**src/hdl/rate_bridge_config.svh**
```systemverilog
/*
  Full-rate widths of the bridge. Every half-rate field is twice as wide,
  with the low slot in the lower half of the word.
  READ_DQS_W sets the width of both vfifo increment strobes.
*/
`ifndef RATE_BRIDGE_CONFIG_SVH
`define RATE_BRIDGE_CONFIG_SVH

`define AFI_ADDR_W 13
`define AFI_BANK_W 3
`define AFI_CS_W   1
`define AFI_CKE_W  1
`define AFI_ODT_W  1
`define AFI_CTL_W  1
`define AFI_DATA_W 16
`define AFI_DQS_W  2
`define AFI_DM_W   2
`define READ_DQS_W 2

`endif
```
**src/hdl/rate_bridge_pkg.sv**
```systemverilog
/*
  Vector types for the full-rate (afi_*) and half-rate (seq_*) fields.
  Widths come from rate_bridge_config.svh.
*/
`include "rate_bridge_config.svh"

package rate_bridge_pkg;

	typedef logic [`AFI_ADDR_W-1:0]   afi_addr_t;
	typedef logic [`AFI_BANK_W-1:0]   afi_bank_t;
	typedef logic [`AFI_CS_W-1:0]     afi_cs_t;
	typedef logic [`AFI_CKE_W-1:0]    afi_cke_t;
	typedef logic [`AFI_ODT_W-1:0]    afi_odt_t;
	typedef logic [`AFI_CTL_W-1:0]    afi_ctl_t;
	typedef logic [`AFI_DATA_W-1:0]   afi_data_t;
	typedef logic [`AFI_DQS_W-1:0]    afi_dqs_t;
	typedef logic [`AFI_DM_W-1:0]     afi_dm_t;
	typedef logic [`READ_DQS_W-1:0]   vfifo_inc_t;

	typedef logic [2*`AFI_DATA_W-1:0] seq_data_t;
	typedef logic [2*`AFI_ADDR_W-1:0] seq_addr_t;
	typedef logic [2*`AFI_BANK_W-1:0] seq_bank_t;
	typedef logic [2*`AFI_CS_W-1:0]   seq_cs_t;
	typedef logic [2*`AFI_CKE_W-1:0]  seq_cke_t;
	typedef logic [2*`AFI_ODT_W-1:0]  seq_odt_t;
	typedef logic [2*`AFI_CTL_W-1:0]  seq_ctl_t;
	typedef logic [2*`AFI_DQS_W-1:0]  seq_dqs_t;
	typedef logic [2*`AFI_DM_W-1:0]   seq_dm_t;

endpackage

```
**src/hdl/rate_bridge_if.sv**
```systemverilog
/*
  Slot pairs between the half-rate split and the phase serializer.
  The _l field goes out while seq_clk is high, the _h field while it is low.
  Plain levels sampled every cycle, there is no handshake.
*/
`timescale 1ns/1ps

interface cmd_pair_if;
	import rate_bridge_pkg::*;

	afi_addr_t address_l, address_h;
	afi_bank_t bank_l, bank_h;
	afi_cs_t   cs_n_l, cs_n_h;
	afi_cke_t  cke_l, cke_h;
	afi_odt_t  odt_l, odt_h;
	afi_ctl_t  ras_n_l, ras_n_h;
	afi_ctl_t  cas_n_l, cas_n_h;
	afi_ctl_t  we_n_l, we_n_h;
	logic      rdata_en_l, rdata_en_h;

	modport producer (
		output address_l, address_h, bank_l, bank_h, cs_n_l, cs_n_h,
		output cke_l, cke_h, odt_l, odt_h, ras_n_l, ras_n_h,
		output cas_n_l, cas_n_h, we_n_l, we_n_h, rdata_en_l, rdata_en_h
	);
	modport consumer (
		input address_l, address_h, bank_l, bank_h, cs_n_l, cs_n_h,
		input cke_l, cke_h, odt_l, odt_h, ras_n_l, ras_n_h,
		input cas_n_l, cas_n_h, we_n_l, we_n_h, rdata_en_l, rdata_en_h
	);
endinterface

interface wdata_pair_if;
	import rate_bridge_pkg::*;

	afi_dqs_t  dqs_en_l, dqs_en_h;
	afi_data_t wdata_l, wdata_h;
	afi_dqs_t  wdata_valid_l, wdata_valid_h;
	afi_dm_t   dm_l, dm_h;

	modport producer (
		output dqs_en_l, dqs_en_h, wdata_l, wdata_h,
		output wdata_valid_l, wdata_valid_h, dm_l, dm_h
	);
	modport consumer (
		input dqs_en_l, dqs_en_h, wdata_l, wdata_h,
		input wdata_valid_l, wdata_valid_h, dm_l, dm_h
	);
endinterface

```
**src/hdl/seq_rate_bridge.sv**
```systemverilog
/*
  Rate bridge between a half-rate calibration sequencer and a full-rate PHY,
  all in the seq_clk domain. Half-rate words hold the low slot in their lower
  half. There is no back-pressure, a word is taken every cycle.
  SHIFT_ADDR_CMD = 1 delays address and command by one full-rate slot.
*/
`timescale 1ns/1ps
`include "rate_bridge_config.svh"

module seq_rate_bridge #(
	parameter int SHIFT_ADDR_CMD = 0
) (
	input  logic                        seq_clk,
	input  logic                        reset_n_seq_clk,
	input  rate_bridge_pkg::seq_addr_t  seq_address,
	input  rate_bridge_pkg::seq_bank_t  seq_bank,
	input  rate_bridge_pkg::seq_cs_t    seq_cs_n,
	input  rate_bridge_pkg::seq_cke_t   seq_cke,
	input  rate_bridge_pkg::seq_odt_t   seq_odt,
	input  rate_bridge_pkg::seq_ctl_t   seq_ras_n,
	input  rate_bridge_pkg::seq_ctl_t   seq_cas_n,
	input  rate_bridge_pkg::seq_ctl_t   seq_we_n,
	input  rate_bridge_pkg::seq_dqs_t   seq_dqs_en,
	input  rate_bridge_pkg::seq_data_t  seq_wdata,
	input  rate_bridge_pkg::seq_dqs_t   seq_wdata_valid,
	input  rate_bridge_pkg::seq_dm_t    seq_dm,
	input  logic                        seq_rdata_en,
	output rate_bridge_pkg::seq_data_t  seq_rdata,
	output logic                        seq_rdata_valid,
	input  rate_bridge_pkg::vfifo_inc_t seq_read_increment_vfifo_fr,
	input  rate_bridge_pkg::vfifo_inc_t seq_read_increment_vfifo_hr,
	output rate_bridge_pkg::afi_addr_t  mux_address,
	output rate_bridge_pkg::afi_bank_t  mux_bank,
	output rate_bridge_pkg::afi_cs_t    mux_cs_n,
	output rate_bridge_pkg::afi_cke_t   mux_cke,
	output rate_bridge_pkg::afi_odt_t   mux_odt,
	output rate_bridge_pkg::afi_ctl_t   mux_ras_n,
	output rate_bridge_pkg::afi_ctl_t   mux_cas_n,
	output rate_bridge_pkg::afi_ctl_t   mux_we_n,
	output rate_bridge_pkg::afi_dqs_t   mux_dqs_en,
	output rate_bridge_pkg::afi_data_t  mux_wdata,
	output rate_bridge_pkg::afi_dqs_t   mux_wdata_valid,
	output rate_bridge_pkg::afi_dm_t    mux_dm,
	output logic                        mux_rdata_en,
	input  rate_bridge_pkg::afi_data_t  mux_rdata,
	input  logic                        mux_rdata_valid,
	output rate_bridge_pkg::vfifo_inc_t phy_read_increment_vfifo_fr,
	output rate_bridge_pkg::vfifo_inc_t phy_read_increment_vfifo_hr
);
	cmd_pair_if   cmd_pair ();
	wdata_pair_if wdata_pair ();

	// write data is never shifted, so it is split straight into slots
	assign wdata_pair.dqs_en_l      = seq_dqs_en[0 +: `AFI_DQS_W];
	assign wdata_pair.dqs_en_h      = seq_dqs_en[`AFI_DQS_W +: `AFI_DQS_W];
	assign wdata_pair.wdata_l       = seq_wdata[0 +: `AFI_DATA_W];
	assign wdata_pair.wdata_h       = seq_wdata[`AFI_DATA_W +: `AFI_DATA_W];
	assign wdata_pair.wdata_valid_l = seq_wdata_valid[0 +: `AFI_DQS_W];
	assign wdata_pair.wdata_valid_h = seq_wdata_valid[`AFI_DQS_W +: `AFI_DQS_W];
	assign wdata_pair.dm_l          = seq_dm[0 +: `AFI_DM_W];
	assign wdata_pair.dm_h          = seq_dm[`AFI_DM_W +: `AFI_DM_W];

	cmd_slot_shifter #(
		.SHIFT_ADDR_CMD (SHIFT_ADDR_CMD)
	) i_cmd_slot_shifter (
		.*,
		.pair (cmd_pair)
	);

	ddr_phase_serializer i_ddr_phase_serializer (
		.*,
		.cmd         (cmd_pair),
		.wr          (wdata_pair),
		.vfifo_fr_in (seq_read_increment_vfifo_fr),
		.vfifo_hr_in (seq_read_increment_vfifo_hr)
	);

	read_phase_aligner i_read_phase_aligner (
		.*
	);

endmodule

```
**src/hdl/read_phase_aligner.sv**
```systemverilog
/*
  Pairs full-rate read beats into half-rate words. Beats are sampled on both
  edges of seq_clk, and the pairing follows the edge on which a burst starts.
  Bursts must have an even number of beats. The later beat of a pair lands in
  the upper half of seq_rdata, and the word is valid at the first rising edge
  after its second beat, 1 or 1.5 cycles after the first beat.
*/
`timescale 1ns/1ps

module read_phase_aligner (
	input  logic                       seq_clk,
	input  logic                       reset_n_seq_clk,
	input  rate_bridge_pkg::afi_data_t mux_rdata,
	input  logic                       mux_rdata_valid,
	output rate_bridge_pkg::seq_data_t seq_rdata,
	output logic                       seq_rdata_valid
);
	import rate_bridge_pkg::*;

	// beat order seen at a rising edge is fall_prev, then rise, then fall
	afi_data_t fall_data;
	afi_data_t rise_data;
	afi_data_t fall_prev_data;
	logic      fall_valid;
	logic      rise_valid;
	logic      fall_prev_valid;
	logic      rise_phase_q;
	logic      start_rise;
	logic      start_fall;
	logic      rise_phase;
	logic      rise_pair;
	logic      fall_pair;

	always_ff @(negedge seq_clk or negedge reset_n_seq_clk)
	begin
		if (!reset_n_seq_clk)
			fall_valid <= 1'b0;
		else
			fall_valid <= mux_rdata_valid;
	end

	always_ff @(negedge seq_clk)
	begin
		fall_data <= mux_rdata;
	end

	assign start_rise = rise_valid & ~fall_prev_valid;
	assign start_fall = fall_valid & ~rise_valid;
	// a burst start decides the phase at once, otherwise the last phase holds
	assign rise_phase = start_rise | (~start_fall & rise_phase_q);
	assign rise_pair  = rise_phase & rise_valid & fall_valid;
	assign fall_pair  = ~rise_phase & fall_prev_valid & rise_valid;

	always_ff @(posedge seq_clk or negedge reset_n_seq_clk)
	begin
		if (!reset_n_seq_clk)
		begin
			rise_valid      <= 1'b0;
			fall_prev_valid <= 1'b0;
			rise_phase_q    <= 1'b0;
			seq_rdata_valid <= 1'b0;
		end
		else
		begin
			rise_valid      <= mux_rdata_valid;
			fall_prev_valid <= fall_valid;
			rise_phase_q    <= rise_phase;
			seq_rdata_valid <= rise_pair | fall_pair;
		end
	end

	always_ff @(posedge seq_clk)
	begin
		rise_data      <= mux_rdata;
		fall_prev_data <= fall_data;
		if (rise_pair)
			seq_rdata <= {fall_data, rise_data};
		else if (fall_pair)
			seq_rdata <= {rise_data, fall_prev_data};
	end

endmodule

```
**src/hdl/ddr_phase_serializer.sv**
```systemverilog
/*
  Registers command and write-data slot pairs and puts them on the full-rate
  outputs by clock phase. The low slot is driven while seq_clk is high and the
  high slot while it is low, so the outputs change on both edges.
  A pair sampled at rising edge N is launched at edge N+1.
  The vfifo strobes are not registered and only pass while seq_clk is high.
*/
`timescale 1ns/1ps
`include "rate_bridge_config.svh"

module ddr_phase_serializer (
	input  logic                        seq_clk,
	input  logic                        reset_n_seq_clk,
	cmd_pair_if.consumer                cmd,
	wdata_pair_if.consumer              wr,
	input  rate_bridge_pkg::vfifo_inc_t vfifo_fr_in,
	input  rate_bridge_pkg::vfifo_inc_t vfifo_hr_in,
	output rate_bridge_pkg::afi_addr_t  mux_address,
	output rate_bridge_pkg::afi_bank_t  mux_bank,
	output rate_bridge_pkg::afi_cs_t    mux_cs_n,
	output rate_bridge_pkg::afi_cke_t   mux_cke,
	output rate_bridge_pkg::afi_odt_t   mux_odt,
	output rate_bridge_pkg::afi_ctl_t   mux_ras_n,
	output rate_bridge_pkg::afi_ctl_t   mux_cas_n,
	output rate_bridge_pkg::afi_ctl_t   mux_we_n,
	output logic                        mux_rdata_en,
	output rate_bridge_pkg::afi_dqs_t   mux_dqs_en,
	output rate_bridge_pkg::afi_data_t  mux_wdata,
	output rate_bridge_pkg::afi_dqs_t   mux_wdata_valid,
	output rate_bridge_pkg::afi_dm_t    mux_dm,
	output rate_bridge_pkg::vfifo_inc_t phy_read_increment_vfifo_fr,
	output rate_bridge_pkg::vfifo_inc_t phy_read_increment_vfifo_hr
);
	// one slot is every full-rate field packed in output port order
	localparam int SLOT_W = `AFI_ADDR_W + `AFI_BANK_W + `AFI_CS_W + `AFI_CKE_W + `AFI_ODT_W
	                      + 3*`AFI_CTL_W + 1 + 2*`AFI_DQS_W + `AFI_DATA_W + `AFI_DM_W;

	localparam logic [SLOT_W-1:0] SLOT_IDLE = {
		{`AFI_ADDR_W{1'b0}}, {`AFI_BANK_W{1'b0}}, {`AFI_CS_W{1'b1}},
		{`AFI_CKE_W{1'b0}}, {`AFI_ODT_W{1'b0}}, {3*`AFI_CTL_W{1'b1}}, 1'b0,
		{`AFI_DQS_W{1'b0}}, {`AFI_DATA_W{1'b0}}, {`AFI_DQS_W{1'b0}}, {`AFI_DM_W{1'b0}}
	};

	logic [SLOT_W-1:0] slot_l_d;
	logic [SLOT_W-1:0] slot_h_d;
	logic [SLOT_W-1:0] cap_l_q;
	logic [SLOT_W-1:0] cap_h_q;
	logic [SLOT_W-1:0] out_l_q;
	logic [SLOT_W-1:0] out_h_q;

	assign slot_l_d = {cmd.address_l, cmd.bank_l, cmd.cs_n_l, cmd.cke_l, cmd.odt_l,
	                   cmd.ras_n_l, cmd.cas_n_l, cmd.we_n_l, cmd.rdata_en_l,
	                   wr.dqs_en_l, wr.wdata_l, wr.wdata_valid_l, wr.dm_l};
	assign slot_h_d = {cmd.address_h, cmd.bank_h, cmd.cs_n_h, cmd.cke_h, cmd.odt_h,
	                   cmd.ras_n_h, cmd.cas_n_h, cmd.we_n_h, cmd.rdata_en_h,
	                   wr.dqs_en_h, wr.wdata_h, wr.wdata_valid_h, wr.dm_h};

	// capture stage followed by launch stage
	always_ff @(posedge seq_clk or negedge reset_n_seq_clk)
	begin
		if (!reset_n_seq_clk)
		begin
			cap_l_q <= SLOT_IDLE;
			cap_h_q <= SLOT_IDLE;
			out_l_q <= SLOT_IDLE;
			out_h_q <= SLOT_IDLE;
		end
		else
		begin
			cap_l_q <= slot_l_d;
			cap_h_q <= slot_h_d;
			out_l_q <= cap_l_q;
			out_h_q <= cap_h_q;
		end
	end

	assign {mux_address, mux_bank, mux_cs_n, mux_cke, mux_odt, mux_ras_n, mux_cas_n,
	        mux_we_n, mux_rdata_en, mux_dqs_en, mux_wdata, mux_wdata_valid, mux_dm}
	       = seq_clk ? out_l_q : out_h_q;

	assign phy_read_increment_vfifo_fr = seq_clk ? vfifo_fr_in : '0;
	assign phy_read_increment_vfifo_hr = seq_clk ? vfifo_hr_in : '0;

endmodule

```
**src/hdl/cmd_slot_shifter.sv**
```systemverilog
/*
  Splits half-rate commands into low/high slot pairs.
  SHIFT_ADDR_CMD = 1 delays the command stream by one full-rate slot. The first
  low slot after reset is then an idle command (cs_n, ras_n, cas_n, we_n high).
  rdata_en has one bit per half-rate word and is copied into both slots.
*/
`timescale 1ns/1ps
`include "rate_bridge_config.svh"

module cmd_slot_shifter #(
	parameter int SHIFT_ADDR_CMD = 0
) (
	input  logic                       seq_clk,
	input  logic                       reset_n_seq_clk,
	input  rate_bridge_pkg::seq_addr_t seq_address,
	input  rate_bridge_pkg::seq_bank_t seq_bank,
	input  rate_bridge_pkg::seq_cs_t   seq_cs_n,
	input  rate_bridge_pkg::seq_cke_t  seq_cke,
	input  rate_bridge_pkg::seq_odt_t  seq_odt,
	input  rate_bridge_pkg::seq_ctl_t  seq_ras_n,
	input  rate_bridge_pkg::seq_ctl_t  seq_cas_n,
	input  rate_bridge_pkg::seq_ctl_t  seq_we_n,
	input  logic                       seq_rdata_en,
	cmd_pair_if.producer               pair
);
	import rate_bridge_pkg::*;

	localparam bit SHIFT = (SHIFT_ADDR_CMD != 0);

	// high slot of the previous word
	afi_addr_t address_h_q;
	afi_bank_t bank_h_q;
	afi_cs_t   cs_n_h_q;
	afi_cke_t  cke_h_q;
	afi_odt_t  odt_h_q;
	afi_ctl_t  ras_n_h_q;
	afi_ctl_t  cas_n_h_q;
	afi_ctl_t  we_n_h_q;
	logic      rdata_en_h_q;

	always_ff @(posedge seq_clk or negedge reset_n_seq_clk)
	begin
		if (!reset_n_seq_clk)
		begin
			address_h_q  <= '0;
			bank_h_q     <= '0;
			cs_n_h_q     <= '1;
			cke_h_q      <= '0;
			odt_h_q      <= '0;
			ras_n_h_q    <= '1;
			cas_n_h_q    <= '1;
			we_n_h_q     <= '1;
			rdata_en_h_q <= 1'b0;
		end
		else
		begin
			address_h_q  <= seq_address[`AFI_ADDR_W +: `AFI_ADDR_W];
			bank_h_q     <= seq_bank[`AFI_BANK_W +: `AFI_BANK_W];
			cs_n_h_q     <= seq_cs_n[`AFI_CS_W +: `AFI_CS_W];
			cke_h_q      <= seq_cke[`AFI_CKE_W +: `AFI_CKE_W];
			odt_h_q      <= seq_odt[`AFI_ODT_W +: `AFI_ODT_W];
			ras_n_h_q    <= seq_ras_n[`AFI_CTL_W +: `AFI_CTL_W];
			cas_n_h_q    <= seq_cas_n[`AFI_CTL_W +: `AFI_CTL_W];
			we_n_h_q     <= seq_we_n[`AFI_CTL_W +: `AFI_CTL_W];
			rdata_en_h_q <= seq_rdata_en;
		end
	end

	// in shift mode the low slot takes the previous high half and the high slot
	// takes the current low half
	assign pair.address_l  = SHIFT ? address_h_q : seq_address[0 +: `AFI_ADDR_W];
	assign pair.address_h  = SHIFT ? seq_address[0 +: `AFI_ADDR_W]
	                               : seq_address[`AFI_ADDR_W +: `AFI_ADDR_W];
	assign pair.bank_l     = SHIFT ? bank_h_q : seq_bank[0 +: `AFI_BANK_W];
	assign pair.bank_h     = SHIFT ? seq_bank[0 +: `AFI_BANK_W]
	                               : seq_bank[`AFI_BANK_W +: `AFI_BANK_W];
	assign pair.cs_n_l     = SHIFT ? cs_n_h_q : seq_cs_n[0 +: `AFI_CS_W];
	assign pair.cs_n_h     = SHIFT ? seq_cs_n[0 +: `AFI_CS_W] : seq_cs_n[`AFI_CS_W +: `AFI_CS_W];
	assign pair.cke_l      = SHIFT ? cke_h_q : seq_cke[0 +: `AFI_CKE_W];
	assign pair.cke_h      = SHIFT ? seq_cke[0 +: `AFI_CKE_W] : seq_cke[`AFI_CKE_W +: `AFI_CKE_W];
	assign pair.odt_l      = SHIFT ? odt_h_q : seq_odt[0 +: `AFI_ODT_W];
	assign pair.odt_h      = SHIFT ? seq_odt[0 +: `AFI_ODT_W] : seq_odt[`AFI_ODT_W +: `AFI_ODT_W];
	assign pair.ras_n_l    = SHIFT ? ras_n_h_q : seq_ras_n[0 +: `AFI_CTL_W];
	assign pair.ras_n_h    = SHIFT ? seq_ras_n[0 +: `AFI_CTL_W]
	                               : seq_ras_n[`AFI_CTL_W +: `AFI_CTL_W];
	assign pair.cas_n_l    = SHIFT ? cas_n_h_q : seq_cas_n[0 +: `AFI_CTL_W];
	assign pair.cas_n_h    = SHIFT ? seq_cas_n[0 +: `AFI_CTL_W]
	                               : seq_cas_n[`AFI_CTL_W +: `AFI_CTL_W];
	assign pair.we_n_l     = SHIFT ? we_n_h_q : seq_we_n[0 +: `AFI_CTL_W];
	assign pair.we_n_h     = SHIFT ? seq_we_n[0 +: `AFI_CTL_W] : seq_we_n[`AFI_CTL_W +: `AFI_CTL_W];
	assign pair.rdata_en_l = SHIFT ? rdata_en_h_q : seq_rdata_en;
	assign pair.rdata_en_h = seq_rdata_en;

endmodule

```
**config.mk**
```make
export PLATFORM = sky130hd
export DESIGN_NAME = seq_rate_bridge
export DESIGN_NICKNAME = d
export VERILOG_FILES = /design/src/hdl/rate_bridge_pkg.sv /design/src/hdl/rate_bridge_if.sv /design/src/hdl/seq_rate_bridge.sv /design/src/hdl/read_phase_aligner.sv /design/src/hdl/ddr_phase_serializer.sv /design/src/hdl/cmd_slot_shifter.sv
export VERILOG_INCLUDE_DIRS = /design/src /design/src/hdl
export SDC_FILE = /design/constraint.sdc
export NUM_CORES = 1
export LEC_CHECK = 0
export ABC_AREA = 1
export BUFFER_PORTS_ARGS = -buffer_cell sky130_fd_sc_hd__buf_2
export CAP_MARGIN = 20
export CORE_MARGIN = 2
export CORE_UTILIZATION = 56
export DETAILED_ROUTE_END_ITERATION = 10
export PLACE_DENSITY = 0.86
export SYNTH_ARGS = -nofsm -noshare
export SYNTH_HDL_FRONTEND = slang
export SYNTH_HIERARCHICAL = 1
export SYNTH_SLANG_ARGS = --single-unit
```
**constraint.sdc**
```tcl
create_clock -name seq_clk -period 4.5 [get_ports seq_clk]
set_input_delay 0.9 -clock seq_clk [delete_from_list [all_inputs] [get_ports seq_clk]]
set_output_delay 0.9 -clock seq_clk [all_outputs]
set_load 0.05 [all_outputs]
```
Word level (Yosys, flattened, before mapping)

Index checks and enable logic that the tools add are counted.

Reduce and logical (&&, ||, !) cells: 1
Bitwise logic cells: 13
Multiplexer cells: 5

Operators with widths:

| operator           | number |
|---|---|
| two-way mux 32 bit | 2 |
| two-way mux 45 bit | 1 |
| bitwise AND 1 bit  | 7 |
| two-way mux 2 bit  | 2 |
| inverter 1 bit     | 4 |
| bitwise OR 1 bit   | 2 |
| nonzero test 2 bit | 1 |

Word-level logic and storage cells: 32
Register bits: 265
Output and inout port bits: 82
Bits of input ports: 112

Logic depth before layout (Yosys ltp)

Depth after elaboration: 10
Gate-level depth with buffers: 6
Mapped depth without buffers: 5

By module

The synthesis kept the hierarchy.

By module, submodules not included:

| module               | seq. area each (µm²) | area each (µm²) | instances | cells an instance |
|---|---|---|---|---|
| ddr_phase_serializer | 4524.3               | 5146.2          | 1         | 334 |
| read_phase_aligner   | 2047.0               | 2673.8          | 1         | 201 |
| cmd_slot_shifter     | 0.0                  | 345.3           | 1         | 46 |

==> results.md <==
Status:
- The run finished with clean final reports.

Finish:
- After routing the design area is 10910 µm².
- The share of cells above drive strength 1 is 0.4226.
- Relative to the synthesized area, the layout overhead comes to 33.59%.
- The final net count is 938.
- Once layout is complete, the utilization of the core stands at 0.7591.

Synthesis:
- The net count after synthesis is 693.
- The number of different library cells used by synthesis comes to 20.
- In this run, synthesis produced a sequential element count of 265.
- The number of warnings issued by yosys is 6.
- The sequential element share of the synthesized area is 0.8048.
- Synthesis produced 581 cells.
- In this run the mean area of a mapped cell was 14.05 µm².
- The cell area after synthesis is 8165 µm².

Power:
- After layout, the design draws a total of 9.322 mW.
- In this run the static leakage power is 5.507 nW.
- The worst vdd rail ir drop is 0.0005298 V.
- For this design the ratio of total power to cell area is 854.6 nW/µm².

Die:
- The floorplan has 44 rows.
- The region available for standard cell placement spans 14370 µm².
- The die covers 15560 µm².
- 194 I/O pins were placed.
- The die height is 124.8 µm.
- The width of the die is 124.8 µm.
- For this configuration, the core starts out at a cell density of 0.5683.

Global routing:
- The via count of the first global-routing pass was 6685.
- The aggregate global routing overflow is 0.
- The initial antenna violation count is 2.
- In the global route stage, overall resource usage came out at 0.2513.
- Entering global routing, the biggest net connects 87 pins.
- The first-pass GRT wire length is 29390 µm.

Worst setup path:
- In this run the critical register-to-register path is launched from i_read_phase_aligner/fall_valid.
- The worst-path cell with the longest stage delay is buf_2.
- STA puts the critical path data arrival time at 3.40 ns.
- The biggest cell delay along the critical path is 0.27 ns.
- The critical path launch point type is a clock port.
- The worst register-to-register path ends at i_read_phase_aligner/seq_rdata[28].
- The required arrival time at the worst endpoint is 3.60 ns.
- By startpoint and endpoint, the worst setup path is classified as clk2out.
- Walking the worst path, the cells encountered are clkbuf_16 -> clkbuf_16 -> clkbuf_16 -> clkbuf_16 -> inv_4 -> nand2_1 -> nand2_1 -> buf_2.
- In this run the worst path has a maximum fanout of 10.
- The kind of capture point of the worst setup path is an output pin.
- By instance count, the cell type seen most on the critical path is clkbuf_16.
- Setup slack on the worst reg-to-reg path comes out at 0.80 ns.
- The number of cells on the worst reg-to-reg path is 5.

STA:
- The final setup violation count is 0.
- At the pin with the least slew margin, the transition time is 0.4560 ns.
- Headroom to the max-slew limit came out at 0.6960.
- The sum of negative setup slack is 0 ns.
- Once routing completed, OpenROAD measured the worst setup slack at 0.2033 ns.
- The setup skew after layout is 0.1041 ns.
- The number of slew-limit violations in the final report is 0.
- The number of endpoints with negative hold slack in the final report is 0.
- Setup repair after global routing left no endpoint under its margin.

Route:
- The post-route DRC violation count is 0.
- Dividing the detail-routed wire length by the instance count gives 18.05 µm.
- The total iterations of the first detailed-routing run is 5.
- Detailed routing inserted a total of 5182 vias.
- The total length of routed wires is 18850 µm.
- The detail route stage leaves a number of antenna-violating nets equal to 0.
- The average via count per standard cell is 4.964.
- The initial DRC count is 257.

Placed design:
- The post-DP HPWL is 9464 µm.
- The final estimated routing congestion in global placement is 0.7773.
- The number of buffers added on ports is 193.
- The pre-CTS setup slack is 0.7574 ns.
- Summing all placed instances gives a cell area of 8877 µm².

Clock network:
- After clock tree synthesis, the clock-pin slew on the worst setup and hold paths is 0.07 ns.
- Once the clock tree was built, the resizer swapped 0 gates to a different size.
- The CTS tree is built.
- The number of buffers inserted by post-CTS setup repair is 0.
- At the later pin of the worst-skew pair, clock insertion delay measures 0.71 ns.
- In this run, post-CTS hold repair placed 0 buffers.

Hold path:
- The classification of the worst-slack hold path is in2async.

Run:
- The tool flagged a number of max-cap violations equal to 0.
## report_power, final
group / switching [mW] / internal (mW) / total [mW]
logic: 0.171 / 0.0705 / 0.241
clock network: 3.64 / 2.84 / 6.48
registers: 0.0495 / 2.56 / 2.61
## cell usage in the layout (no fill, tap or decap)
cell type / netlist / final
buf_4: 55 / 3
buf_16: 0 / 2
clkbuf_8: 0 / 2
nand3_1: 32 / 32
nand2_1: 183 / 183
o21ai_0: 2 / 2
clkinvlp_4: 0 / 1
buf_2: 3 / 192
clkinv_4: 1 / 3
dfrtp_1: 168 / 168
diode_2: 0 / 1
inv_6: 0 / 6
nand2_2: 21 / 21
clkinv_8: 0 / 5
nand2_4: 1 / 1
nand2_8: 1 / 1
inv_2: 1 / 2
inv_8: 0 / 3
clkbuf_16: 0 / 54
dfrtn_1: 1 / 1
clkinv_2: 0 / 1
clkbuf_1: 0 / 5
inv_16: 0 / 1
inv_1: 7 / 23
edfxtp_1: 32 / 32
clkinvlp_2: 0 / 1
buf_6: 5 / 1
inv_4: 1 / 46
dfxtp_1: 48 / 48
a21oi_4: 0 / 1
clkinv_1: 0 / 2
dfstp_2: 16 / 16
## critical path: cells and delay by family
family | cells | cell delay, ns
buffers and inverters | 6 | 0.98
AND/OR/NAND/NOR | 2 | 0.17
## per-stage QoR
stage / hold slack, ns / instances
2_1_floorplan: 0.3312 / 581
3_3_place_gp: 0.3312 / 896
3_5_place_dp: 0.3347 / 896
4_1_cts: 0.08533 / 1041
5_1_grt: 0.09033 / 1044
6_report: 0.09934 / 1044
## sequential cells by signal (all words and copies together) (netlist names)
register                              count
i_read_phase_aligner/fall_data           16
i_ddr_phase_serializer/cap_h_q           45
i_read_phase_aligner/fall_valid           1
i_read_phase_aligner/rise_data           16
i_ddr_phase_serializer/cap_l_q           45
i_read_phase_aligner/seq_rdata_valid      1
i_read_phase_aligner/seq_rdata           32
i_read_phase_aligner/fall_prev_data      16
i_ddr_phase_serializer/out_h_q           45
i_read_phase_aligner/rise_phase_q         1
i_read_phase_aligner/rise_valid           1
i_ddr_phase_serializer/out_l_q           45
i_read_phase_aligner/fall_prev_valid      1
## synthesized netlist by cell type
master,n,area (µm²)
nand2_1,183,686.9
dfrtp_1,168,4204
buf_4,55,412.9
dfxtp_1,48,960.9
edfxtp_1,32,960.9
nand3_1,32,160.2
nand2_2,21,131.4
dfstp_2,16,420.4
inv_1,7,26.28
buf_6,5,56.30
buf_2,3,15.01
buf_12,2,40.04
o21ai_0,2,10.01
a21oi_1,1,5.000
clkinv_4,1,8.760
dfrtn_1,1,25.02
inv_2,1,3.750
inv_4,1,6.260
nand2_4,1,11.26
nand2_8,1,20.02
## final cells by class
| class | count | area (µm²) |
|---|---|---|
| sequential | 265 | 6571 |
| tap | 184 | 230.2 |
| inverter | 4 | 20.02 |
| fill | 814 | 3461 |
| clock inverter | 90 | 600.6 |
| antenna | 1 | 2.502 |
| clock buffer | 110 | 1643 |
| timing repair buffer | 149 | 804.5 |
| multi-input combinational | 241 | 1036 |
## cells by family (layout without fill, tap and decap cells)
family          Yosys count  after routing  share of synthesized area
compound gates            3              3                   0.001838
buf+inv                  75            353                    0.06972
flops                   265            265                     0.8048
other cells               0              1                          0
simple gates            238            238                     0.1237
## routing by layer
layer,share of wire,track usage,routed length (µm)
met4,0.063,0.2750,1186
met1,0.32,0.2149,5943
met3,0.10,0.1456,1937
met5,0.00042,0,8
met2,0.52,0.3819,9772
## how the worst max path moves through the flow
stage                                        endpoint  cells after the start                             from  slack (ns)
CTS                                      mux_wdata[8]                      8                          seq_clk        0.18
finish                                   mux_wdata[8]                      8                          seq_clk        0.20
global placement                       mux_address[3]                      4                          seq_clk        0.76
global route                             mux_wdata[8]                      8                          seq_clk        0.19
detailed placement                       mux_wdata[5]                      4                          seq_clk        0.76
floorplan           i_read_phase_aligner/seq_rdata[0]                      2  i_read_phase_aligner/fall_valid        0.43
Note: power is estimated with default switching activity, not from simulation.
